==> config.mk <==
export PLATFORM = sky130hd
export DESIGN_NAME = rv_top
export DESIGN_NICKNAME = d
export VERILOG_FILES = /design/src/design/rv_pkg.sv /design/src/design/core_cfg_if.sv /design/src/design/decode_unit.sv /design/src/design/execute_unit.sv /design/src/design/pipeline_core.sv /design/src/design/reg_file.sv /design/src/design/run_ctrl_regs.sv /design/src/design/rv_top.sv
export SDC_FILE = /design/constraint.sdc
export NUM_CORES = 2
export LEC_CHECK = 0
export BUFFER_PORTS_ARGS = -buffer_cell sky130_fd_sc_hd__buf_2
export CAP_MARGIN = 20
export CORE_UTILIZATION = 52
export DETAILED_ROUTE_END_ITERATION = 16
export PLACE_DENSITY_LB_ADDON = 0.2
export SLEW_MARGIN = 25
export SYNTH_ARGS = -nofsm -noshare
export SYNTH_HDL_FRONTEND = slang
export SYNTH_HIERARCHICAL = 1
export SYNTH_SLANG_ARGS = --single-unit
==> constraint.sdc <==
create_clock -name clk -period 11.8 [get_ports clk]
set_input_delay 2.36 -clock clk [delete_from_list [all_inputs] [get_ports clk]]
set_output_delay 2.36 -clock clk [all_outputs]
set_load 0.02 [all_outputs]
==> src/design/rv_pkg.sv <==
package rv_pkg;

    localparam int xlen       = 32;
    localparam int reg_addr_w = 5;
    localparam int apb_addr_w = 8;

    typedef logic [xlen-1:0]       word_t;
    typedef logic [reg_addr_w-1:0] reg_idx_t;

    // major opcodes of the kept subset
    typedef enum logic [6:0] {
        op_reg    = 7'b0110011,
        op_imm    = 7'b0010011,
        op_lui    = 7'b0110111,
        op_load   = 7'b0000011,
        op_store  = 7'b0100011,
        op_branch = 7'b1100011,
        op_jal    = 7'b1101111
    } opcode_e;

    typedef enum logic [2:0] {
        alu_add,
        alu_sub,
        alu_and,
        alu_or,
        alu_xor,
        alu_pass_b // lui
    } alu_op_e;

    // run controller register map
    localparam logic [apb_addr_w-1:0] reg_ctrl_addr       = 8'h00; // bit 0 start
    localparam logic [apb_addr_w-1:0] reg_mem_offset_addr = 8'h04;
    localparam logic [apb_addr_w-1:0] reg_init_pc_addr    = 8'h08;
    localparam logic [apb_addr_w-1:0] reg_success_addr    = 8'h0C;
    localparam logic [apb_addr_w-1:0] reg_status_addr     = 8'h10; // running, done
    localparam logic [apb_addr_w-1:0] reg_cycle_addr      = 8'h14;
    localparam logic [apb_addr_w-1:0] reg_final_addr      = 8'h18; // last store data

    localparam word_t nop_instr = 32'h0000_0013; // addi x0, x0, 0

endpackage

==> src/design/core_cfg_if.sv <==
`timescale 1ns/1ps

interface core_cfg_if import rv_pkg::*; ();
    logic  start;      // one-cycle pulse
    logic  run;
    word_t init_pc;
    word_t mem_offset;
    logic  store_fire;
    word_t store_data;

    modport ctrl (
        output start, run, init_pc, mem_offset,
        input  store_fire, store_data
    );

    modport core (
        input  start, run, init_pc, mem_offset,
        output store_fire, store_data
    );
endinterface

==> src/design/decode_unit.sv <==
`timescale 1ns/1ps

module decode_unit import rv_pkg::*; (
    input  word_t    instr_i,
    output opcode_e  opcode_o,
    output alu_op_e  alu_op_o,
    output reg_idx_t rd_o,
    output reg_idx_t rs1_o,
    output reg_idx_t rs2_o,
    output word_t    imm_o,
    output logic     reg_write_o,
    output logic     use_imm_o,
    output logic     branch_ne_o
);
    logic [2:0] funct3;
    logic [6:0] funct7;
    word_t      imm_i;
    word_t      imm_s;
    word_t      imm_b;
    word_t      imm_u;
    word_t      imm_j;

    assign funct3      = instr_i[14:12];
    assign funct7      = instr_i[31:25];
    assign rd_o        = instr_i[11:7];
    assign rs1_o       = instr_i[19:15];
    assign rs2_o       = instr_i[24:20];
    assign branch_ne_o = funct3[0];

    assign imm_i = {{20{instr_i[31]}}, instr_i[31:20]};
    assign imm_s = {{20{instr_i[31]}}, instr_i[31:25], instr_i[11:7]};
    assign imm_b = {{19{instr_i[31]}}, instr_i[31], instr_i[7], instr_i[30:25],
                    instr_i[11:8], 1'b0};
    assign imm_u = {instr_i[31:12], 12'b0};
    assign imm_j = {{11{instr_i[31]}}, instr_i[31], instr_i[19:12], instr_i[20],
                    instr_i[30:21], 1'b0};

    always_comb begin
        opcode_o    = op_imm; // anything unsupported ends up a non-writing addi
        alu_op_o    = alu_add;
        imm_o       = imm_i;
        reg_write_o = 1'b0;
        use_imm_o   = 1'b1;
        case (instr_i[6:0])
            op_reg: begin
                use_imm_o = 1'b0;
                if (funct7 == 7'b0000000 || (funct7 == 7'b0100000 && funct3 == 3'b000)) begin
                    opcode_o    = op_reg;
                    reg_write_o = 1'b1;
                    case (funct3)
                        3'b000:  alu_op_o = funct7[5] ? alu_sub : alu_add;
                        3'b100:  alu_op_o = alu_xor;
                        3'b110:  alu_op_o = alu_or;
                        3'b111:  alu_op_o = alu_and;
                        default: reg_write_o = 1'b0; // shifts, compares
                    endcase
                end
            end
            op_imm: begin
                reg_write_o = (funct3 == 3'b000); // addi only
            end
            op_lui: begin
                opcode_o    = op_lui;
                alu_op_o    = alu_pass_b;
                imm_o       = imm_u;
                reg_write_o = 1'b1;
            end
            op_load: begin
                if (funct3 == 3'b010) begin
                    opcode_o    = op_load;
                    reg_write_o = 1'b1;
                end
            end
            op_store: begin
                if (funct3 == 3'b010) begin
                    opcode_o = op_store;
                    imm_o    = imm_s;
                end
            end
            op_branch: begin
                if (funct3[2:1] == 2'b00) begin // beq, bne
                    opcode_o  = op_branch;
                    imm_o     = imm_b;
                    use_imm_o = 1'b0;
                end
            end
            op_jal: begin
                opcode_o    = op_jal;
                imm_o       = imm_j;
                reg_write_o = 1'b1;
            end
            default: ;
        endcase
    end

endmodule

==> src/design/execute_unit.sv <==
`timescale 1ns/1ps

module execute_unit import rv_pkg::*; (
    input  word_t    pc_i,
    input  opcode_e  opcode_i,
    input  alu_op_e  alu_op_i,
    input  logic     use_imm_i,
    input  logic     branch_ne_i,
    input  word_t    imm_i,
    input  reg_idx_t rs1_i,
    input  reg_idx_t rs2_i,
    input  word_t    rdata1_i,
    input  word_t    rdata2_i,
    input  reg_idx_t mem_rd_i,
    input  logic     mem_wr_i,
    input  word_t    mem_result_i,
    input  reg_idx_t wb_rd_i,
    input  logic     wb_wr_i,
    input  word_t    wb_result_i,
    output word_t    result_o,
    output word_t    store_data_o,
    output logic     redirect_o,
    output word_t    target_o
);
    word_t op_a;
    word_t op_b_reg;
    word_t op_b;
    word_t alu_out;
    logic  equal;

    // memory stage is younger than write-back, so it wins
    function automatic word_t fwd(reg_idx_t src, word_t rf_val);
        if (src != '0 && mem_wr_i && mem_rd_i == src)
            return mem_result_i;
        if (src != '0 && wb_wr_i && wb_rd_i == src)
            return wb_result_i;
        return rf_val;
    endfunction

    always_comb begin
        op_a     = fwd(rs1_i, rdata1_i);
        op_b_reg = fwd(rs2_i, rdata2_i);
    end

    assign op_b = use_imm_i ? imm_i : op_b_reg;

    always_comb begin
        case (alu_op_i)
            alu_sub:    alu_out = op_a - op_b;
            alu_and:    alu_out = op_a & op_b;
            alu_or:     alu_out = op_a | op_b;
            alu_xor:    alu_out = op_a ^ op_b;
            alu_pass_b: alu_out = op_b;
            default:    alu_out = op_a + op_b;
        endcase
    end

    assign equal        = (op_a == op_b_reg);
    assign result_o     = (opcode_i == op_jal) ? pc_i + 32'd4 : alu_out; // link value
    assign store_data_o = op_b_reg;
    assign target_o     = pc_i + imm_i;
    assign redirect_o   = (opcode_i == op_jal) ||
                          (opcode_i == op_branch && (equal ^ branch_ne_i));

endmodule

==> src/design/pipeline_core.sv <==
`timescale 1ns/1ps

module pipeline_core import rv_pkg::*; (
    input  logic     clk,
    input  logic     reset,
    core_cfg_if.core cfg,
    output word_t    imem_addr_o,
    input  word_t    imem_rdata_i,
    output word_t    dmem_addr_o,
    output logic     dmem_we_o,
    output logic     dmem_re_o,
    output word_t    dmem_wdata_o,
    input  word_t    dmem_rdata_i
);
    word_t    pc;
    word_t    fd_pc;
    word_t    fd_instr;
    opcode_e  dec_opcode;
    alu_op_e  dec_alu_op;
    reg_idx_t dec_rd;
    reg_idx_t dec_rs1;
    reg_idx_t dec_rs2;
    word_t    dec_imm;
    logic     dec_wr;
    logic     dec_use_imm;
    logic     dec_branch_ne;
    word_t    rf_rdata1;
    word_t    rf_rdata2;
    word_t    de_pc;
    opcode_e  de_opcode;
    alu_op_e  de_alu_op;
    reg_idx_t de_rd;
    reg_idx_t de_rs1;
    reg_idx_t de_rs2;
    word_t    de_imm;
    logic     de_wr;
    logic     de_use_imm;
    logic     de_branch_ne;
    word_t    de_rdata1;
    word_t    de_rdata2;
    word_t    ex_result;
    word_t    ex_store_data;
    logic     ex_redirect;
    word_t    ex_target;
    logic     flush;
    opcode_e  em_opcode;
    reg_idx_t em_rd;
    logic     em_wr;
    word_t    em_result;
    word_t    em_store_data;
    word_t    mem_result;
    reg_idx_t mw_rd;
    logic     mw_wr;
    word_t    mw_result;

    decode_unit decode_unit_i (
        .instr_i     (fd_instr),
        .opcode_o    (dec_opcode),
        .alu_op_o    (dec_alu_op),
        .rd_o        (dec_rd),
        .rs1_o       (dec_rs1),
        .rs2_o       (dec_rs2),
        .imm_o       (dec_imm),
        .reg_write_o (dec_wr),
        .use_imm_o   (dec_use_imm),
        .branch_ne_o (dec_branch_ne)
    );

    reg_file reg_file_i (
        .clk      (clk),
        .reset    (reset),
        .rs1_i    (dec_rs1),
        .rs2_i    (dec_rs2),
        .we_i     (mw_wr & cfg.run),
        .rd_i     (mw_rd),
        .wdata_i  (mw_result),
        .rdata1_o (rf_rdata1),
        .rdata2_o (rf_rdata2)
    );

    execute_unit execute_unit_i (
        .pc_i         (de_pc),
        .opcode_i     (de_opcode),
        .alu_op_i     (de_alu_op),
        .use_imm_i    (de_use_imm),
        .branch_ne_i  (de_branch_ne),
        .imm_i        (de_imm),
        .rs1_i        (de_rs1),
        .rs2_i        (de_rs2),
        .rdata1_i     (de_rdata1),
        .rdata2_i     (de_rdata2),
        .mem_rd_i     (em_rd),
        .mem_wr_i     (em_wr),
        .mem_result_i (mem_result),
        .wb_rd_i      (mw_rd),
        .wb_wr_i      (mw_wr),
        .wb_result_i  (mw_result),
        .result_o     (ex_result),
        .store_data_o (ex_store_data),
        .redirect_o   (ex_redirect),
        .target_o     (ex_target)
    );

    assign flush = cfg.run & ex_redirect; // kills fetch and decode

    // start reloads the pc and refills every stage with bubbles
    always_ff @(posedge clk) begin
        if (reset || cfg.start) begin
            pc        <= cfg.init_pc;
            fd_instr  <= nop_instr;
            de_opcode <= op_imm;
            de_wr     <= 1'b0;
            em_opcode <= op_imm;
            em_wr     <= 1'b0;
            mw_wr     <= 1'b0;
        end else if (cfg.run) begin
            if (flush) begin
                pc        <= ex_target;
                fd_instr  <= nop_instr;
                de_opcode <= op_imm;
                de_wr     <= 1'b0;
            end else begin
                pc        <= pc + 32'd4;
                fd_instr  <= imem_rdata_i;
                de_opcode <= dec_opcode;
                de_wr     <= dec_wr;
            end
            em_opcode <= de_opcode;
            em_wr     <= de_wr;
            mw_wr     <= em_wr;
        end
    end

    always_ff @(posedge clk) begin
        if (cfg.run) begin
            fd_pc         <= pc;
            de_pc         <= fd_pc;
            de_alu_op     <= dec_alu_op;
            de_rd         <= dec_rd;
            de_rs1        <= dec_rs1;
            de_rs2        <= dec_rs2;
            de_imm        <= dec_imm;
            de_use_imm    <= dec_use_imm;
            de_branch_ne  <= dec_branch_ne;
            de_rdata1     <= rf_rdata1;
            de_rdata2     <= rf_rdata2;
            em_rd         <= de_rd;
            em_result     <= ex_result;
            em_store_data <= ex_store_data;
            mw_rd         <= em_rd;
            mw_result     <= mem_result;
        end
    end

    assign imem_addr_o = pc;

    // memory stage
    assign dmem_addr_o    = em_result - cfg.mem_offset;
    assign dmem_wdata_o   = em_store_data;
    assign dmem_we_o      = cfg.run && em_opcode == op_store;
    assign dmem_re_o      = cfg.run && em_opcode == op_load;
    assign mem_result     = (em_opcode == op_load) ? dmem_rdata_i : em_result;
    assign cfg.store_fire = dmem_we_o;
    assign cfg.store_data = em_store_data;

endmodule

==> src/design/reg_file.sv <==
`timescale 1ns/1ps

module reg_file import rv_pkg::*; (
    input  logic     clk,
    input  logic     reset,
    input  reg_idx_t rs1_i,
    input  reg_idx_t rs2_i,
    input  logic     we_i,
    input  reg_idx_t rd_i,
    input  word_t    wdata_i,
    output word_t    rdata1_o,
    output word_t    rdata2_o
);
    word_t regs [1:31]; // x0 not stored

    always_ff @(posedge clk) begin
        if (reset) begin
            for (int i = 1; i < 32; i++) begin
                regs[i] <= '0;
            end
        end else if (we_i && rd_i != '0) begin
            regs[rd_i] <= wdata_i;
        end
    end

    // write-through covers write-back and decode in the same cycle
    assign rdata1_o = (rs1_i == '0) ? '0 :
                      (we_i && rd_i == rs1_i) ? wdata_i : regs[rs1_i];
    assign rdata2_o = (rs2_i == '0) ? '0 :
                      (we_i && rd_i == rs2_i) ? wdata_i : regs[rs2_i];

endmodule

==> src/design/run_ctrl_regs.sv <==
`timescale 1ns/1ps

module run_ctrl_regs import rv_pkg::*; #(
    parameter word_t reset_pc = '0
) (
    input  logic                  clk,
    input  logic                  reset,
    input  logic                  psel_i,
    input  logic                  penable_i,
    input  logic                  pwrite_i,
    input  logic [apb_addr_w-1:0] paddr_i,
    input  word_t                 pwdata_i,
    output word_t                 prdata_o,
    output logic                  pready_o,
    output logic                  pslverr_o,
    core_cfg_if.ctrl              cfg
);
    logic  access;
    logic  addr_hit;
    logic  wr_en;
    logic  start_q;
    logic  run_q;
    logic  done_q;
    word_t mem_offset_q;
    word_t init_pc_q;
    word_t success_q;
    word_t cycle_q;
    word_t final_q;

    assign access = psel_i & penable_i;
    assign wr_en  = access & pwrite_i & addr_hit;

    always_comb begin
        addr_hit = 1'b1;
        prdata_o = '0;
        case (paddr_i)
            reg_ctrl_addr:       prdata_o = '0; // start reads back as 0
            reg_mem_offset_addr: prdata_o = mem_offset_q;
            reg_init_pc_addr:    prdata_o = init_pc_q;
            reg_success_addr:    prdata_o = success_q;
            reg_status_addr:     prdata_o = {30'b0, done_q, run_q};
            reg_cycle_addr:      prdata_o = cycle_q;
            reg_final_addr:      prdata_o = final_q;
            default:             addr_hit = 1'b0;
        endcase
    end

    assign pready_o  = 1'b1; // no wait states
    assign pslverr_o = access & ~addr_hit;

    always_ff @(posedge clk) begin
        if (reset) begin
            start_q      <= 1'b0;
            mem_offset_q <= '0;
            init_pc_q    <= reset_pc;
            success_q    <= '0;
        end else begin
            start_q <= wr_en && paddr_i == reg_ctrl_addr && pwdata_i[0];
            if (wr_en) begin
                case (paddr_i)
                    reg_mem_offset_addr: mem_offset_q <= pwdata_i;
                    reg_init_pc_addr:    init_pc_q    <= pwdata_i;
                    reg_success_addr:    success_q    <= pwdata_i;
                    default: ; // read-only or ctrl
                endcase
            end
        end
    end

    // run state and success detection
    always_ff @(posedge clk) begin
        if (reset) begin
            run_q   <= 1'b0;
            done_q  <= 1'b0;
            cycle_q <= '0;
            final_q <= '0;
        end else if (start_q) begin
            run_q   <= 1'b1;
            done_q  <= 1'b0;
            cycle_q <= '0;
            final_q <= '0;
        end else if (run_q) begin
            cycle_q <= cycle_q + 1'b1;
            if (cfg.store_fire) begin
                final_q <= cfg.store_data;
                if (cfg.store_data == success_q) begin
                    done_q <= 1'b1;
                    run_q  <= 1'b0; // stops from next cycle
                end
            end
        end
    end

    assign cfg.start      = start_q;
    assign cfg.run        = run_q;
    assign cfg.init_pc    = init_pc_q;
    assign cfg.mem_offset = mem_offset_q;

endmodule

==> src/design/rv_top.sv <==
`timescale 1ns/1ps

module rv_top import rv_pkg::*; #(
    parameter word_t reset_pc = '0
) (
    input  logic                  clk,
    input  logic                  reset,
    input  logic                  psel_i,
    input  logic                  penable_i,
    input  logic                  pwrite_i,
    input  logic [apb_addr_w-1:0] paddr_i,
    input  word_t                 pwdata_i,
    output word_t                 prdata_o,
    output logic                  pready_o,
    output logic                  pslverr_o,
    output word_t                 imem_addr_o,
    input  word_t                 imem_rdata_i,
    output word_t                 dmem_addr_o,
    output logic                  dmem_we_o,
    output logic                  dmem_re_o,
    output word_t                 dmem_wdata_o,
    input  word_t                 dmem_rdata_i
);
    core_cfg_if core_cfg_if_i ();

    run_ctrl_regs #(
        .reset_pc (reset_pc)
    ) run_ctrl_regs_i (
        .clk       (clk),
        .reset     (reset),
        .psel_i    (psel_i),
        .penable_i (penable_i),
        .pwrite_i  (pwrite_i),
        .paddr_i   (paddr_i),
        .pwdata_i  (pwdata_i),
        .prdata_o  (prdata_o),
        .pready_o  (pready_o),
        .pslverr_o (pslverr_o),
        .cfg       (core_cfg_if_i.ctrl)
    );

    pipeline_core pipeline_core_i (
        .clk          (clk),
        .reset        (reset),
        .cfg          (core_cfg_if_i.core),
        .imem_addr_o  (imem_addr_o),
        .imem_rdata_i (imem_rdata_i),
        .dmem_addr_o  (dmem_addr_o),
        .dmem_we_o    (dmem_we_o),
        .dmem_re_o    (dmem_re_o),
        .dmem_wdata_o (dmem_wdata_o),
        .dmem_rdata_i (dmem_rdata_i)
    );

endmodule

# Yosys cells after proc, flatten, opt, wreduce, memory -nomap -nowiden
# Memories as Yosys holds them, arrays and structs flattened. A register that Yosys moved wholly into a read port is not among the register bits.
# Index checks and enable logic that the tools add are counted.
op_classes:
  n_addsub: 7
  eq_ne: 35
  muxes: 62
  bitwise: 11
  n_reduce_logical: 40
op_table:
  columns: ["op", "count"]
  rows:
  - ["$mux 32", 18]
  - ["$pmux 32 s6", 1]
  - ["$pmux 32 s5", 1]
  - ["$pmux 31 s4", 1]
  - ["$add 32x3->32 const B", 2]
  - ["$add 32x32->32", 2]
  - ["$eq 32x32->1", 2]
  - ["$sub 32x32->32", 2]
  - ["$pmux 7 s6", 1]
  - ["$eq 7x6->1 const B", 5]
  - ["$mux 5", 7]
  - ["$add 32x1->32 const B", 1]
  - ["$and 32x32->32", 1]
  - ["$or 32x32->32", 1]
  - ["$reduce_or 32->1", 1]
  - ["$xor 32x32->32", 1]
  - ["$eq 5x5->1", 6]
  - ["$eq 7x7->1 const B", 4]
  - ["$eq 8x5->1 const B", 3]
  - ["$mux 1", 23]
  - ["$logic_and 1x1->1", 17]
  - ["$eq 8x4->1 const B", 2]
  - ["$eq 3x3->1 const B", 5]
  - ["$reduce_bool 5->1", 3]
  - ["other kinds (28)", 45]
word_totals:
  register_bits: 530
  mem_bits_rw: 992
  input_bits: 109
  out_inout_bits: 132
  word_cells: 187
  n_memories: 1
mem_list:
  columns: ["name", "words", "width", "read_ports", "rd_clocked_by_memory_dff", "wr", "line_no", "rtl"]
  rows:
  - ["pipeline_core_i.reg_file_i.regs", 31, 32, 2, 2, 31, "reg_file.sv:14", "word_t regs [1:31];"]

# Longest topological paths before layout
depth:
  word_depth: 15
  ltp_mapped: 26
  ltp_nobuf: 25

# Modules after synthesis
# Netlist, hierarchy kept.
by_module_without_submodules:
  columns: ["mod", "n_inst", "cells_per_inst", "area_each_um2", "seq_area_each_um2"]
  rows:
  - ["reg_file", 1, 3828, 55179.2, 30749.5]
  - ["pipeline_core", 1, 1006, 14700.3, 10530.1]
  - ["execute_unit", 1, 1458, 9550.4, 0.0]
  - ["run_ctrl_regs", 1, 909, 7669.9, 3263.1]
  - ["decode_unit", 1, 141, 944.7, 0.0]

# Worst setup path before layout
# OpenSTA, ideal clock, no wires.
synth_timing:
  path_type: "register to output"
  from: "reg run_ctrl_regs_i.run_q (netlist: run_ctrl_regs_i/cfg.run)"
  to: "out dmem_we_o"
  t_arrival_ps: 8166
  required_ps: 9440
  slack_ps: 1274
  path_stages_with_launch: 6
  n_path_buf: 3
  cell_sequence: "dfxtp_1 buf_1 clkbuf_1 nand2_1 nor4_1 buf_4"
synth_between:
  elab_chain_len: 1
synth_rtl:
  columns: ["item", "line_no", "rtl"]
  rows:
  - ["start, declared", "run_ctrl_regs.sv:22", "logic run_q;"]
  - ["start signal, assigned", "run_ctrl_regs.sv:73", "run_q <= 1'b0;"]
  - ["start signal, assigned", "run_ctrl_regs.sv:78", "run_q <= 1'b1;"]
  - ["start signal, assigned", "run_ctrl_regs.sv:88", "run_q <= 1'b0;"]
  - ["$logic_and 1x1->1", "pipeline_core.sv:160", "assign dmem_we_o = cfg.run && em_opcode == op_store;"]
  - ["end, declared", "rv_top.sv:19", "output logic dmem_we_o,"]
# Every way passes these cells.

# Final worst setup path
layout_timing:
  from: "in dmem_rdata_i[0]"
  to: "reg pipeline_core_i.em_result[31] (data pin)"
layout_between:
  elab_chain_len: 9
  elab_cells_between_ends: 14
  classes_between: "2 x add/sub; 12 x mux"
layout_rtl:
  columns: ["item", "line_no", "rtl"]
  rows:
  - ["start, declared", "rv_top.sv:22", "input word_t dmem_rdata_i"]
  - ["$mux 32 *", "pipeline_core.sv:162", "assign mem_result = (em_opcode == op_load) ? dmem_rdata_i : em_result;"]
  - ["named net pipeline_core_i.mem_result[0]", "pipeline_core.sv:51", "word_t mem_result;"]
  - ["$mux 32", "execute_unit.sv:33", "if (src != '0 && mem_wr_i && mem_rd_i == src)"]
  - ["$mux 32", "execute_unit.sv:35", "if (src != '0 && wb_wr_i && wb_rd_i == src)"]
  - ["$mux 32", "execute_unit.sv:37", "return rf_val;"]
  - ["$mux 32", "execute_unit.sv:35", null]
  - ["$mux 32", "execute_unit.sv:45", "assign op_b = use_imm_i ? imm_i : op_b_reg;"]
  - ["$add 32x32->32 / $sub 32x32->32 (equally long branches)", "execute_unit.sv:54, execute_unit.sv:49", null]
  - ["$pmux 32 s5 *", "execute_unit.sv:48", "case (alu_op_i)"]
  - ["$mux 32 *", "execute_unit.sv:59", "assign result_o = (opcode_i == op_jal) ? pc_i + 32'd4 : alu_out;"]
  - ["named net pipeline_core_i.ex_result[31]", "pipeline_core.sv:41", "word_t ex_result;"]
  - ["end signal, assigned", "pipeline_core.sv:148", "em_result <= ex_result;"]
  - ["end, declared", "pipeline_core.sv:49", "word_t em_result;"]
# Mark *: on every way through the listed nets, which the timed path passes. The rest lies on a longest branch. The select of a mux whose other input is x is not followed.
# A chain may end at the register's enable or synchronous reset.

==> flow_metrics.env <==
export IMPL_worstMarginPinSlew_ns=1.15
export IMPL_place_area_um2=90900
export IMPL_start_util_pct=52.5
export IMPL_ios=241
export IMPL_ys_ff_latch=1554
export IMPL_ys_warn_count=6
export IMPL_dpl_hpwl_um=222000
export IMPL_path_max_fanout=6
export IMPL_rsz0062_at_grt="false"
export IMPL_synth_area_um2=88000
export IMPL_dieArea_um2=171000
export IMPL_num_vias=65400
export IMPL_final_nets=7603
export IMPL_fin_util_pct=57.6
export IMPL_final_common_cell="edfxtp_1"
export IMPL_layout_common_cells="edfxtp_1 (1342), and2_1 (1014), nand2_1 (399), mux4_2 (380), mux2i_1 (358)"
export IMPL_cp_start_kind="primary input"
export IMPL_worst_endpoint_arrival_ns=8.62
export IMPL_cts_repair_resized=0
export IMPL_ant_nets=0
export IMPL_reg2reg_depth=22
export IMPL_cts_tree="yes"
export IMPL_fmax_ghz=0.123
export IMPL_cp_end_kind="flip-flop"
export IMPL_yosys_top_cells_area="edfxtp_1 (46%), mux4_2 (9.7%), and2_1 (7.2%)"
export IMPL_core_area_um2=168000
export IMPL_finalSetupViolCount=0
export IMPL_synth_distinct_cells=109
export IMPL_synth_cells=7342
export IMPL_finalMaxSlewViolations=0
export IMPL_synth_edff_count=1342
export IMPL_postCtsSetupBuffers=0
export IMPL_fin_tns_setup_ns=0
export IMPL_period_share_pct=68.9
export IMPL_slew_headroom_pct=22.9
export IMPL_cap_viol_max_count=0
export IMPL_rrSetupSlack_ns=3.68
export IMPL_clk_latency_ns=0.85
export IMPL_drive_above_1_share_pct=18.1
export IMPL_gp_congestion=1.01
export IMPL_syn_area_per_cell_um2=12.0
export IMPL_remaining_drc_errors=0
export IMPL_async_flop_share_pct=0
export IMPL_peakVddDrop_uv=150
export IMPL_clockBufferDepth=3
export IMPL_required_ns=12.30
export IMPL_clock_sinks=1554
export IMPL_numPortBuffers=239
export IMPL_grt_pass1_vias=62200
export IMPL_synth_ff_type="edfxtp_1"
export IMPL_numCtsBuffers=171
export IMPL_routedWlPerCell_um=33.9
export IMPL_die_y_um=413
export IMPL_fin_skew_ns=0.0613
export IMPL_grt_max_degree=105
export IMPL_power_leakage_nw=34.1
export IMPL_hold_buffers=0
export IMPL_syn_to_final_growth_pct=9.66
export IMPL_ctsRootBufferMaster="clkbuf_16"
export IMPL_antenna_found_initial=15
export IMPL_yosysSeqAreaShare_pct=50.6
export IMPL_clk_pin_slew_worst_paths_ns=0.06
export IMPL_fin_total_pwr_mw=11.9
export IMPL_grt_pass1_wl_um=459000
export IMPL_synth_top_area_share_pct=45.8
export IMPL_first_iter_violations=8842
export IMPL_die_w_um=413
export IMPL_finalHoldViolCount=0
export IMPL_path_class="in -> reg"
export IMPL_stdcell_area_um2=96600
export IMPL_grtUsageTotal_pct=37.8
export IMPL_overflow=0
export IMPL_yosysTopAreaCell="edfxtp_1"
export IMPL_min_period_ns=8.12
export IMPL_cts_htree_levels=4
export IMPL_first_pass_iters=6
export IMPL_r2r_end="pipeline_core_i/em_result[31]$_DFFE_PP_"
export IMPL_cp_startpoint="dmem_rdata_i[0]"
export IMPL_r2r_start="pipeline_core_i/de_rs2[1]$_DFFE_PP_"
export IMPL_min_path_type="reg -> reg"
export IMPL_fillerInstances=13600
export IMPL_wirelength_um=328000
export IMPL_core_rowCount=150
export IMPL_status="finished, final reports clean"
export IMPL_cp_endpoint="pipeline_core_i/em_result[31]$_DFFE_PP_"
export IMPL_power_density_nw_per_um2=123
export IMPL_viasPerCell=6.75
-- logic make-up after synthesis --
| family | Yosys count | share of synthesized area (%) |
|---|---|---|
| flops | 1554 | 50.6 |
| xor+xnor | 268 | 2.67 |
| buf+inv | 817 | 4.18 |
| simple gates | 2324 | 14.3 |
| other cells | 3 | 0.0128 |
| mux | 869 | 15.5 |
| compound gates | 1343 | 10.4 |
| fa+ha+maj | 164 | 2.36 |
-- flip-flops by register name, summed over array words and instances, names as in the netlist, 5 cells and up --
name                             cells
pipeline_core_i/em_rd                5
pipeline_core_i/de_rd                5
pipeline_core_i/fd_pc               32
pipeline_core_i/de_rdata1           32
pipeline_core_i/de_imm              32
pipeline_core_i/de_rs2               5
pipeline_core_i/de_rs1               5
pipeline_core_i/em_opcode            7
run_ctrl_regs_i/final_q             32
pipeline_core_i/reg_file_i/regs   1024
pipeline_core_i/de_pc               32
pipeline_core_i/mw_rd                5
pipeline_core_i/imem_addr_o         32
pipeline_core_i/em_result           32
run_ctrl_regs_i/success_q           32
run_ctrl_regs_i/cycle_q             32
pipeline_core_i/cfg.store_data      32
run_ctrl_regs_i/cfg.init_pc         32
pipeline_core_i/fd_instr            32
pipeline_core_i/mw_result           32
pipeline_core_i/de_rdata2           32
run_ctrl_regs_i/cfg.mem_offset      32
pipeline_core_i/de_opcode            7
-- worst max-delay path, stage by stage --
cell and delay (ns):
buf_2 0.11, nand2_1 0.05, o21ai_0 0.40, nor3_1 0.38
a311oi_1 0.15, a2111oi_0 0.83, nand4_1 0.57, or2_2 0.49
o21ai_0 0.20, xnor2_1 0.09, ha_1 0.37, nand2_1 0.08
nor2_1 0.16, o21a_1 0.14, o21a_1 0.15, o221ai_1 0.29
o211a_1 0.39, o31ai_1 0.69, nor3_1 0.12, a2111oi_0 0.46
a21oi_1 0.11
-- cell usage after synthesis (33+ instances only) --
| library cell | instances |
|---|---|
| inv_1 | 148 |
| ha_1 | 161 |
| a211oi_1 | 63 |
| o21ai_0 | 236 |
| mux2i_1 | 359 |
| buf_4 | 70 |
| a32o_1 | 33 |
| xor2_1 | 70 |
| dfxtp_1 | 212 |
| or2_2 | 39 |
| a21oi_1 | 251 |
| nor4_1 | 33 |
| nor3_1 | 113 |
| and2_1 | 1015 |
| nand4_1 | 85 |
| a22oi_1 | 117 |
| o221ai_1 | 44 |
| and3_1 | 40 |
| o22ai_1 | 99 |
| edfxtp_1 | 1342 |
| xnor2_1 | 198 |
| nor2_1 | 354 |
| mux2_2 | 130 |
| a21o_1 | 69 |
| buf_1 | 33 |
| o31ai_1 | 57 |
| a31oi_1 | 92 |
| nand2_1 | 400 |
| clkbuf_1 | 445 |
| buf_2 | 87 |
| nand3_1 | 94 |
| mux4_2 | 380 |
| a22o_1 | 60 |
-- per-layer routing --
layer  GRT usage, %  share of wire (%)  vias up
li1               -                  -    27500
met1           48.5                 38    33000
met2           59.8                 46     4080
met3           7.65                9.9      806
met4           21.7                6.6        6
met5              0              0.011        -
-- power by group --
part,internal (mW),switching (mW),total (mW)
Combinational,0.121,0.243,0.364
Sequential,6.06,0.0720,6.14
Clock,3.05,2.33,5.38
Total,9.23,2.65,11.9
-- cell type report --
cell class | count | area [um2] | share of cell area, %
Antenna cell | 8 | 20.0 | 0.0207
Clock buffer | 215 | 4500 | 4.66
Clock inverter | 98 | 1050 | 1.09
Inverter | 150 | 563 | 0.583
Multi-Input combinational cell | 5003 | 40100 | 41.6
Sequential cell | 1554 | 44600 | 46.2
Tap cell | 2204 | 2760 | 2.86
Timing Repair Buffer | 450 | 2940 | 3.05
-- per-stage QoR --
stage,worst slack [ns],hold slack (ns),instances
CTS,3.76,0.391,9667
floorplan,1.27,0.400,7374
global route,3.29,0.392,9674
detailed placement,3.11,0.406,9354
finish,3.68,0.396,9682
global placement,2.92,0.401,9350
-- worst min path at each step --
stage,startpoint,to,depth (start not counted)
2_1_floorplan,pipeline_core_i/fd_pc[0]$_DFFE_PP_,pipeline_core_i/de_pc[0]$_DFFE_PP_,0
3_3_place_gp,pipeline_core_i/fd_pc[25]$_DFFE_PP_,pipeline_core_i/de_pc[25]$_DFFE_PP_,0
3_5_place_dp,pipeline_core_i/fd_pc[31]$_DFFE_PP_,pipeline_core_i/de_pc[31]$_DFFE_PP_,0
4_1_cts,pipeline_core_i/fd_pc[19]$_DFFE_PP_,pipeline_core_i/de_pc[19]$_DFFE_PP_,0
5_1_grt,pipeline_core_i/fd_pc[19]$_DFFE_PP_,pipeline_core_i/de_pc[19]$_DFFE_PP_,0
6_report,pipeline_core_i/fd_pc[19]$_DFFE_PP_,pipeline_core_i/de_pc[19]$_DFFE_PP_,0
Note: power is estimated with default switching activity, not from simulation.
